--- src/include/alu_macros.svh ---
`ifndef ALU_MACROS_SVH
`define ALU_MACROS_SVH

// data path width in bits
`define WORD_SIZE 32

// architectural registers with r0 reading as zero
`define REG_COUNT 16

// low operand bits that form the shift amount
`define SHAMT_BITS 5

`endif

--- src/verilog/alu_pkg.sv ---
`include "alu_macros.svh"

package alu_pkg;

	// one data word of the integer path
	typedef logic [`WORD_SIZE-1:0] word_t;

	// alu operation codes
	// 0..7 fit a 3-bit control map
	// 8 and 9 extend it with the two compares
	typedef enum logic [3:0] {
		// arithmetic
		ALU_ADD  = 4'd0,
		ALU_SUB  = 4'd1,
		// bitwise logic
		ALU_AND  = 4'd2,
		ALU_OR   = 4'd3,
		ALU_XOR  = 4'd4,
		// shifts by the low operand bits
		ALU_SL   = 4'd5,
		ALU_SRL  = 4'd6,
		// sign fill from bit 31
		ALU_SRA  = 4'd7,
		// set-less-than gives 1 or 0
		ALU_SLT  = 4'd8,
		// same compare with both operands unsigned
		ALU_SLTU = 4'd9
	} alu_op_e;

endpackage

--- src/verilog/exec_pkg.sv ---
`include "alu_macros.svh"

package exec_pkg;

	import alu_pkg::word_t;

	// register index, wide enough for REG_COUNT entries
	typedef logic [$clog2(`REG_COUNT)-1:0] reg_idx_t;

	// command held in the issue stage
	typedef struct packed {
		alu_pkg::alu_op_e op;
		// source registers
		reg_idx_t         rs1;
		reg_idx_t         rs2;
		// destination register
		reg_idx_t         rd;
		// second operand from imm instead of rs2
		logic             use_imm;
		word_t            imm;
	} issue_t;

	// write-back result on its way out
	typedef struct packed {
		reg_idx_t rd;
		word_t    data;
	} result_t;

endpackage

--- src/verilog/pipe_stage.sv ---
module pipe_stage #(
	parameter type payload_t = logic
) (
	input  logic     clk,
	input  logic     reset,
	input  logic     in_valid,
	output logic     in_ready,
	input  payload_t in_data,
	output logic     out_valid,
	input  logic     out_ready,
	output payload_t out_data
);

	logic load;

	// free when empty or when the held item leaves this edge
	assign in_ready = !out_valid || out_ready;
	assign load = in_valid && in_ready;

	// occupancy flag
	always_ff @(posedge clk) begin
		if (reset) begin
			out_valid <= 1'b0;
		end else if (in_ready) begin
			// refill or drain in the same cycle
			out_valid <= in_valid;
		end
	end

	// payload register
	always_ff @(posedge clk) begin
		if (load) begin
			out_data <= in_data;
		end
	end

	// held item must not change until taken
	a_hold_stable: assert property (
		@(posedge clk) disable iff (reset)
		(out_valid && !out_ready) |=> (out_valid && $stable(out_data))
	);

endmodule

--- src/verilog/regfile.sv ---
`include "alu_macros.svh"

module regfile (
	input  logic               clk,
	input  logic               reset,
	input  exec_pkg::reg_idx_t rd_idx_a,
	input  exec_pkg::reg_idx_t rd_idx_b,
	output alu_pkg::word_t     rd_data_a,
	output alu_pkg::word_t     rd_data_b,
	input  logic               wr_en,
	input  exec_pkg::reg_idx_t wr_idx,
	input  alu_pkg::word_t     wr_data
);

	import alu_pkg::*;

	word_t regs [`REG_COUNT];

	// write port that never writes r0
	always_ff @(posedge clk) begin
		if (reset) begin
			for (int i = 0; i < `REG_COUNT; i++) begin
				regs[i] <= '0;
			end
		end else if (wr_en && (wr_idx != '0)) begin
			regs[wr_idx] <= wr_data;
		end
	end

	// read ports are combinational
	// write lands on the edge, so the next cycle sees the new value
	always_comb begin
		if (rd_idx_a == '0) begin
			rd_data_a = '0;
		end else begin
			rd_data_a = regs[rd_idx_a];
		end
		if (rd_idx_b == '0) begin
			rd_data_b = '0;
		end else begin
			rd_data_b = regs[rd_idx_b];
		end
	end

	// index range against the architectural count
	a_wr_idx_range: assert property (
		@(posedge clk) disable iff (reset)
		wr_en |-> (int'(wr_idx) < `REG_COUNT)
	);

endmodule

--- src/verilog/alu.sv ---
`include "alu_macros.svh"

module alu (
	input  logic               clk,
	input  logic               reset,
	input  logic               in_valid,
	output logic               in_ready,
	input  alu_pkg::alu_op_e   op,
	input  alu_pkg::word_t     rs1_data,
	input  alu_pkg::word_t     rs2_data,
	input  alu_pkg::word_t     imm,
	input  logic               use_imm,
	input  exec_pkg::reg_idx_t rd,
	output logic               wr_en,
	output exec_pkg::reg_idx_t wr_idx,
	output alu_pkg::word_t     wr_data,
	output logic               out_valid,
	input  logic               out_ready,
	output exec_pkg::result_t  out_data
);

	import alu_pkg::*;

	word_t                  opnd_a;
	word_t                  opnd_b;
	logic [`SHAMT_BITS-1:0] shamt;
	word_t                  result;
	logic                   load;

	// second operand from register or immediate
	assign opnd_a = rs1_data;
	assign opnd_b = use_imm ? imm : rs2_data;
	// only the low bits count, so 33 shifts by 1
	assign shamt = opnd_b[`SHAMT_BITS-1:0];

	always_comb begin
		case (op)
			ALU_ADD:  result = opnd_a + opnd_b;
			ALU_SUB:  result = opnd_a - opnd_b;
			ALU_AND:  result = opnd_a & opnd_b;
			ALU_OR:   result = opnd_a | opnd_b;
			ALU_XOR:  result = opnd_a ^ opnd_b;
			ALU_SL:   result = opnd_a << shamt;
			ALU_SRL:  result = opnd_a >> shamt;
			// signed operand gives sign fill
			ALU_SRA:  result = $signed(opnd_a) >>> shamt;
			ALU_SLT:  result = word_t'($signed(opnd_a) < $signed(opnd_b));
			ALU_SLTU: result = word_t'(opnd_a < opnd_b);
			default:  result = '0;
		endcase
	end

	// result slot free when empty or drained this edge
	assign in_ready = !out_valid || out_ready;
	assign load = in_valid && in_ready;

	// write-back on the same edge the result register loads
	// so a command issued right behind reads the new value
	assign wr_en = load;
	assign wr_idx = rd;
	assign wr_data = result;

	always_ff @(posedge clk) begin
		if (reset) begin
			out_valid <= 1'b0;
		end else if (in_ready) begin
			out_valid <= in_valid;
		end
	end

	// destination travels with the result data
	always_ff @(posedge clk) begin
		if (load) begin
			out_data.rd   <= rd;
			out_data.data <= result;
		end
	end

	// only the ten defined codes reach the alu
	a_op_legal: assert property (
		@(posedge clk) disable iff (reset)
		in_valid |-> (op inside {[ALU_ADD:ALU_SLTU]})
	);

	// no write-back while the result stage holds us off
	a_no_wr_stalled: assert property (
		@(posedge clk) disable iff (reset)
		(out_valid && !out_ready) |-> !wr_en
	);

endmodule

--- src/verilog/exec_unit.sv ---
module exec_unit (
	input  logic               clk,
	input  logic               reset,
	input  logic               cmd_valid,
	output logic               cmd_ready,
	input  alu_pkg::alu_op_e   cmd_op,
	input  exec_pkg::reg_idx_t cmd_rs1,
	input  exec_pkg::reg_idx_t cmd_rs2,
	input  exec_pkg::reg_idx_t cmd_rd,
	input  logic               cmd_use_imm,
	input  alu_pkg::word_t     cmd_imm,
	output logic               res_valid,
	input  logic               res_ready,
	output exec_pkg::reg_idx_t res_rd,
	output alu_pkg::word_t     res_data
);

	import alu_pkg::*;
	import exec_pkg::*;

	issue_t  cmd_issue;
	issue_t  iss;
	logic    iss_valid;
	logic    iss_ready;
	word_t   rs1_data;
	word_t   rs2_data;
	logic    wr_en;
	reg_idx_t wr_idx;
	word_t   wr_data;
	logic    alu_valid;
	logic    alu_ready;
	result_t alu_res;
	result_t res;

	// command fields into one issue word
	assign cmd_issue.op      = cmd_op;
	assign cmd_issue.rs1     = cmd_rs1;
	assign cmd_issue.rs2     = cmd_rs2;
	assign cmd_issue.rd      = cmd_rd;
	assign cmd_issue.use_imm = cmd_use_imm;
	assign cmd_issue.imm     = cmd_imm;

	// stage 1 holds the command
	pipe_stage #(.payload_t(issue_t)) u_issue (
		.clk(clk), .reset(reset),
		.in_valid(cmd_valid), .in_ready(cmd_ready), .in_data(cmd_issue),
		.out_valid(iss_valid), .out_ready(iss_ready), .out_data(iss)
	);

	// operands read straight from the issue stage indices
	regfile u_regfile (
		.clk(clk), .reset(reset),
		.rd_idx_a(iss.rs1), .rd_idx_b(iss.rs2),
		.rd_data_a(rs1_data), .rd_data_b(rs2_data),
		.wr_en(wr_en), .wr_idx(wr_idx), .wr_data(wr_data)
	);

	// stage 2 registers the alu result and drives write-back
	alu u_alu (
		.clk(clk), .reset(reset),
		.in_valid(iss_valid), .in_ready(iss_ready),
		.op(iss.op), .rs1_data(rs1_data), .rs2_data(rs2_data),
		.imm(iss.imm), .use_imm(iss.use_imm), .rd(iss.rd),
		.wr_en(wr_en), .wr_idx(wr_idx), .wr_data(wr_data),
		.out_valid(alu_valid), .out_ready(alu_ready), .out_data(alu_res)
	);

	// stage 3 is the result register toward the port
	pipe_stage #(.payload_t(result_t)) u_result (
		.clk(clk), .reset(reset),
		.in_valid(alu_valid), .in_ready(alu_ready), .in_data(alu_res),
		.out_valid(res_valid), .out_ready(res_ready), .out_data(res)
	);

	assign res_rd   = res.rd;
	assign res_data = res.data;

endmodule

--- config.mk ---
export PLATFORM = sky130hd
export DESIGN_NAME = exec_unit
export DESIGN_NICKNAME = d
export VERILOG_FILES = /design/src/verilog/alu_pkg.sv /design/src/verilog/exec_pkg.sv /design/src/verilog/pipe_stage.sv /design/src/verilog/regfile.sv /design/src/verilog/alu.sv /design/src/verilog/exec_unit.sv
export VERILOG_INCLUDE_DIRS = /design/src /design/src/include
export SDC_FILE = /design/constraint.sdc
export NUM_CORES = 1
export LEC_CHECK = 0
export ABC_AREA = 1
export BUFFER_PORTS_ARGS = -buffer_cell sky130_fd_sc_hd__buf_4
export CAP_MARGIN = 20
export CORE_MARGIN = 2
export CORE_UTILIZATION = 30
export DETAILED_ROUTE_END_ITERATION = 8
export PLACE_DENSITY = 0.51
export SYNTH_ARGS = -nofsm -noshare
export SYNTH_HDL_FRONTEND = slang
export SYNTH_SLANG_ARGS = --single-unit
--- constraint.sdc ---
create_clock -name clk -period 12 [get_ports clk]
set_input_delay 1.8 -clock clk [delete_from_list [all_inputs] [get_ports clk]]
set_output_delay 1.8 -clock clk [all_outputs]
set_load 0.005 [all_outputs]
# [Word-level counts from Yosys, hierarchy flattened]
# Memories as Yosys holds them, arrays and structs flattened. A register that Yosys moved wholly into a read port is not among the register bits.
# Cells that the tools add are included.
[totals] ff_bits=124 ram_bits=512 inputBits=53 output_inout_bits=38 mem_count=1
[op_classes] addsub=2 order_cmp=2 eq_ne=9 shifts=3 n_mux=14 bitwise_logic=3 reduce_logical=15
[memory_table] name="u_regfile.regs" words=16 width=32 rd=2 rd_ports_with_merged_regs=2 write_ports=16 line="regfile.sv:17" text="word_t regs [`REG_COUNT];"
[ops] cell="32-bit case mux with 10 select lines" count=1
[ops] cell="32-bit two-way mux" count=4
[ops] cell="32-bit less-than comparator" count=2
[ops] cell="32-bit adder" count=1
[ops] cell="32-bit bitwise AND" count=1
[ops] cell="32-bit OR" count=1
[ops] cell="32-bit OR reduction" count=1
[ops] cell="32-bit by 5-bit << shifter with 32-bit output" count=1
[ops] cell="32-bit by 5-bit >> shifter with 32-bit output" count=1
[ops] cell="32-bit by 5-bit >>> shifter with 32-bit output" count=1
[ops] cell="32-bit subtractor" count=1
[ops] cell="32-bit bitwise XOR" count=1
[ops] cell="4-bit by 3-bit == test with 1-bit output (second input constant)" count=4
[ops] cell="4-bit logical NOT" count=3
[ops] cell="4-bit two-way mux" count=3
[ops] cell="4-bit by 2-bit == test with 1-bit output (second input constant)" count=2
[ops] cell="4-bit == test (second input constant)" count=2
[ops] cell="1-bit two-way mux" count=6
[ops] cell="4-bit by 1-bit == test with 1-bit output (second input constant)" count=1
[ops] cell="1-bit logical AND" count=4
[ops] cell="4-bit nonzero test" count=1
[ops] cell="1-bit logical NOT" count=3
[ops] cell="1-bit logical OR" count=3

# [Logic depth before layout (Yosys ltp)]
[depth] depth_word=10 mapped_depth=38 ltp_nobuf=32

# [Modules after synthesis]
# Synthesis repeated with hierarchy kept, for this count alone.
[unflattened] hier_cells=6406 area_unflattened_um2=44487.7
[modules_own_cells] module="regfile" instances=1 cells_per_inst=4064 area_each_um2=29938.7
[modules_own_cells] module="alu" instances=1 cells_per_inst=2245 area_each_um2=11901.4
[modules_own_cells] module="pipe_stage (u_issue)" instances=1 cells_per_inst=55 area_each_um2=1519.0
[modules_own_cells] module="pipe_stage (u_result)" instances=1 cells_per_inst=42 area_each_um2=1128.6

# [Worst setup path after synthesis]
# No wires, ideal clock.
[synth_timing] path_type="flip-flop to flip-flop" start="register (tool-made name)" end="memory u_regfile.regs[1][30] (netlist bit), data pin" arrival_time_ps=4240 required_ps=11733 slack_ps=7493 path_stages_with_launch=31 n_path_buf=8 period_less_slack_ps=4507 cell_sequence="dfxtp_1 -> buf_6 -> buf_4 -> buf_4 -> buf_2 -> clkbuf_1 -> clkbuf_1 -> o21ai_0 -> a211oi_1 -> o21ai_0 -> a22oi_1 -> inv_1 -> ha_1 -> buf_2 -> nor2_1 -> inv_1 -> o21ai_0 -> nand3_1 -> nand2_1 -> nand2_1 -> nand3_1 -> nand2_1 -> o211ai_1 -> nand2_1 -> o21ai_0 -> nand2_1 -> nand3_1 -> nand2_1 -> nor2_4 -> buf_4 -> nor2_1"
[synth_lines] item="to (decl)" line="regfile.sv:17"

==> results.ini <==
[route]
drcViolationCount=0
vias_per_cell=5.60
totalWireLength_um=187000
vias=40000
drt_iter0_drc=5606
postRouteAntennaNets=0
drt_first_pass_iters=6
wl_per_cell_um=26.2

[sta]
slew_violations=0
max_freq_mhz=146
final.min_clock_period_ns=6.86
finalSetupViolCount=0
final_hold_viol_count=0
fin_worst_skew_ns=0.0472
tns_ns=0
tightestPinTransition_ns=1.08
period_share_pct=57.2
maxSlewHeadroom_pct=27.7
timing.final.ws_setup_ns=5.14
rsz0062_at_grt=no

[die]
core_area_um2=139000
die_h_um=378
dieWidth_um=378
placementRows=137
start_util_pct=30.1
io_pins=91
dieArea_um2=143000

[pwr]
pwr-share-seq_pct=36.8
ir_worst_vdd_mv=0.116
p_leak_nw=18.8
power.internal_mw=4.56
clockPowerShare_pct=35.3
total_power_mw=7.22
p_per_area_nw_per_um2=155
p_switching_mw=2.66
p_sw_share_pct=36.8
combPwrFrac_pct=27.9

[finish]
fill_cells=14800
drive_above_1_share_pct=9.13
multi_input_area_um2=19400
area_growth_pct=10.9
final_common_cell=nand2_1
final_cell_mix=951 x nand2_1, 895 x nor2_1, 633 x edfxtp_1
nNetsFinal=5361
layout.cells.non_filler=7148
regArea_um2=19300

[placed_design]
gp_congestion=0.983
portBuffers=90
pre_cts_ws_ns=5.28
dp.cells=7003
place_hpwl_um=119000

[grt]
grt_pass1_wl_um=267000
grt_overflow=0
antenna_found_initial=1
grt_max_degree=160
first_global_vias=37500
grtUsageTotal_pct=25.6

[flow_run]
drv_cap=0

[synthesis]
yosys_warnings=0
synth-simple-area-share_pct=26.4
synth-seq-cells=644
ys.flop_type=edfxtp_1
synth_xor_area_share_pct=0.167
syn-instance-count=5305
synth_cell_type_count=61
ys_seq_area_share_pct=45.8
synthAdderAreaFrac_pct=3.02
synthMuxAreaShare_pct=0
synthesis.area_um2=42000
synth_top_family_by_area=simple AND/OR/NAND/NOR gates
synth_compound_area_share_pct=16.3
synth-edff-count=633
avgSynthCellArea_um2=7.91
async_reset_ff_share_pct=0

[cts]
worst_skew_pair.late_latency_ns=0.70
clk_pin_slew_worst_paths_ns=0.06
cts_setup_buffers=0
cts_root_buf=clkbuf_16
cts_sinks=644
numCtsBuffers=79
cts_hold_buf=0
cts.repair.resized=0
cts_buffer_depth=3
htreeDepth=3
cts_tree=built

[outcome]
status=finished, final reports clean

[critical_path]
cp-end-kind=register
cp-start-kind=register
slowest_delay_ns=0.73
crit_arrival_ns=7.26
crit_required_ns=12.40
cpMostUsedCell=nand2_1
crit_type=reg2reg
critPathSlowestCell=buf_4
worstPathMaxFanout=40

[min_path]
holdCritPathClass=reg2reg

[state kept, by name, summed over array words and instances, names as in the netlist, named ones only]
| name | cells |
|---|---|
| u_result.out_valid | 1 |
| u_issue.out_data | 49 |
| u_alu.out_valid | 1 |
| u_alu.out_data | 36 |
| u_issue.out_valid | 1 |
| u_result.out_data | 36 |
| u_regfile.regs | 512 |
[synthesized netlist by cell type (5+ instances only)]
cell type	count	area, µm²
a211oi_1	15	113
a21o_1	6	45.0
a21oi_1	339	1700
a21oi_2	5	43.8
a221oi_1	9	78.8
a22oi_1	27	203
a31oi_1	9	56.3
buf_1	17	63.8
buf_2	107	536
buf_4	51	383
buf_6	33	372
clkbuf_1	170	638
clkinv_1	17	63.8
dfxtp_1	11	220
edfxtp_1	633	19000
ha_1	98	1230
inv_1	354	1330
inv_2	22	82.6
nand2_1	966	3630
nand2_2	35	219
nand2_4	6	67.6
nand3_1	561	2810
nand3_2	23	230
nand4_1	20	125
nor2_1	896	3360
nor2_2	23	144
nor2_4	20	225
nor3_1	20	100
nor4_1	7	43.8
o2111ai_1	5	43.8
o211ai_1	85	638
o21ai_0	500	2500
o21ai_1	49	245
o21ai_2	6	52.6
o21bai_1	7	52.6
o221ai_1	73	639
o22ai_1	33	206
xor2_1	8	70.1
[area by class of cell]
class                   instances  share of cell area [%]
multi-input cells            3917                    41.7
clock inverters                53                    1.37
flip-flops and latches        644                    41.4
repair buffers                171                    2.84
inverters                     395                    3.22
well taps                    1876                    5.04
clock buffers                  91                    4.45
diodes                          1                 0.00538
[stage by stage]
stage	cell area [µm²]	hold WS (ns)	utilization [%]
finish	46600	0.413	33.4
global route	46600	0.421	33.4
CTS	46600	0.416	33.4
detailed placement	43800	0.405	31.5
global placement	43800	0.401	31.5
floorplan	42100	0.400	-
[cell families after synthesis]
group	count (synthesis)
other cells	1
compound gates	1188
simple gates	2589
buf+inv	775
fa+ha+maj	100
flops	644
xor+xnor	8
[routing by layer]
metal,GRT usage (%),vias up,wire length (µm)
li1,-,18000,-
met5,0,-,0
met2,40.0,2360,83200
met1,34.8,19300,78400
met4,11.6,0,8790
met3,3.72,379,16900
[final timing paths]
| kind | depth (start not counted) | startpoint | end | slack [ns] |
|---|---|---|---|---|
| hold reg to reg | 0 | u_alu.out_data[34] | u_result.out_data[34] | 0.41 |
| hold / removal | 0 | u_alu.out_data[34] | u_result.out_data[34] | 0.41 |
| setup / recovery | 26 | register | u_regfile.regs[11][26] | 5.14 |
| setup reg to reg | 26 | register | u_regfile.regs[11][26] | 5.14 |
[worst max-delay path, delay by kind of cell (launching register included)]
family,cells,cell delay (ns)
AND/OR/NAND/NOR,17,2.60
buffers and inverters,5,2.23
AO/OA/AOI/OAI,3,0.71
flip-flops,1,0.51
adder cells (fa/ha/maj),1,0.40
[power groups by stage]
| stage | logic [mW] | registers [mW] | clock network [mW] |
|---|---|---|---|
| floorplan | 1.32 | 2.66 | 0 |
| global placement | 1.96 | 2.70 | 0 |
| detailed placement | 1.96 | 2.70 | 0 |
| CTS | 1.97 | 2.65 | 2.58 |
| global route | 2.17 | 2.66 | 2.67 |
| finish | 2.02 | 2.65 | 2.55 |
Power figures use the tool's default switching activity.
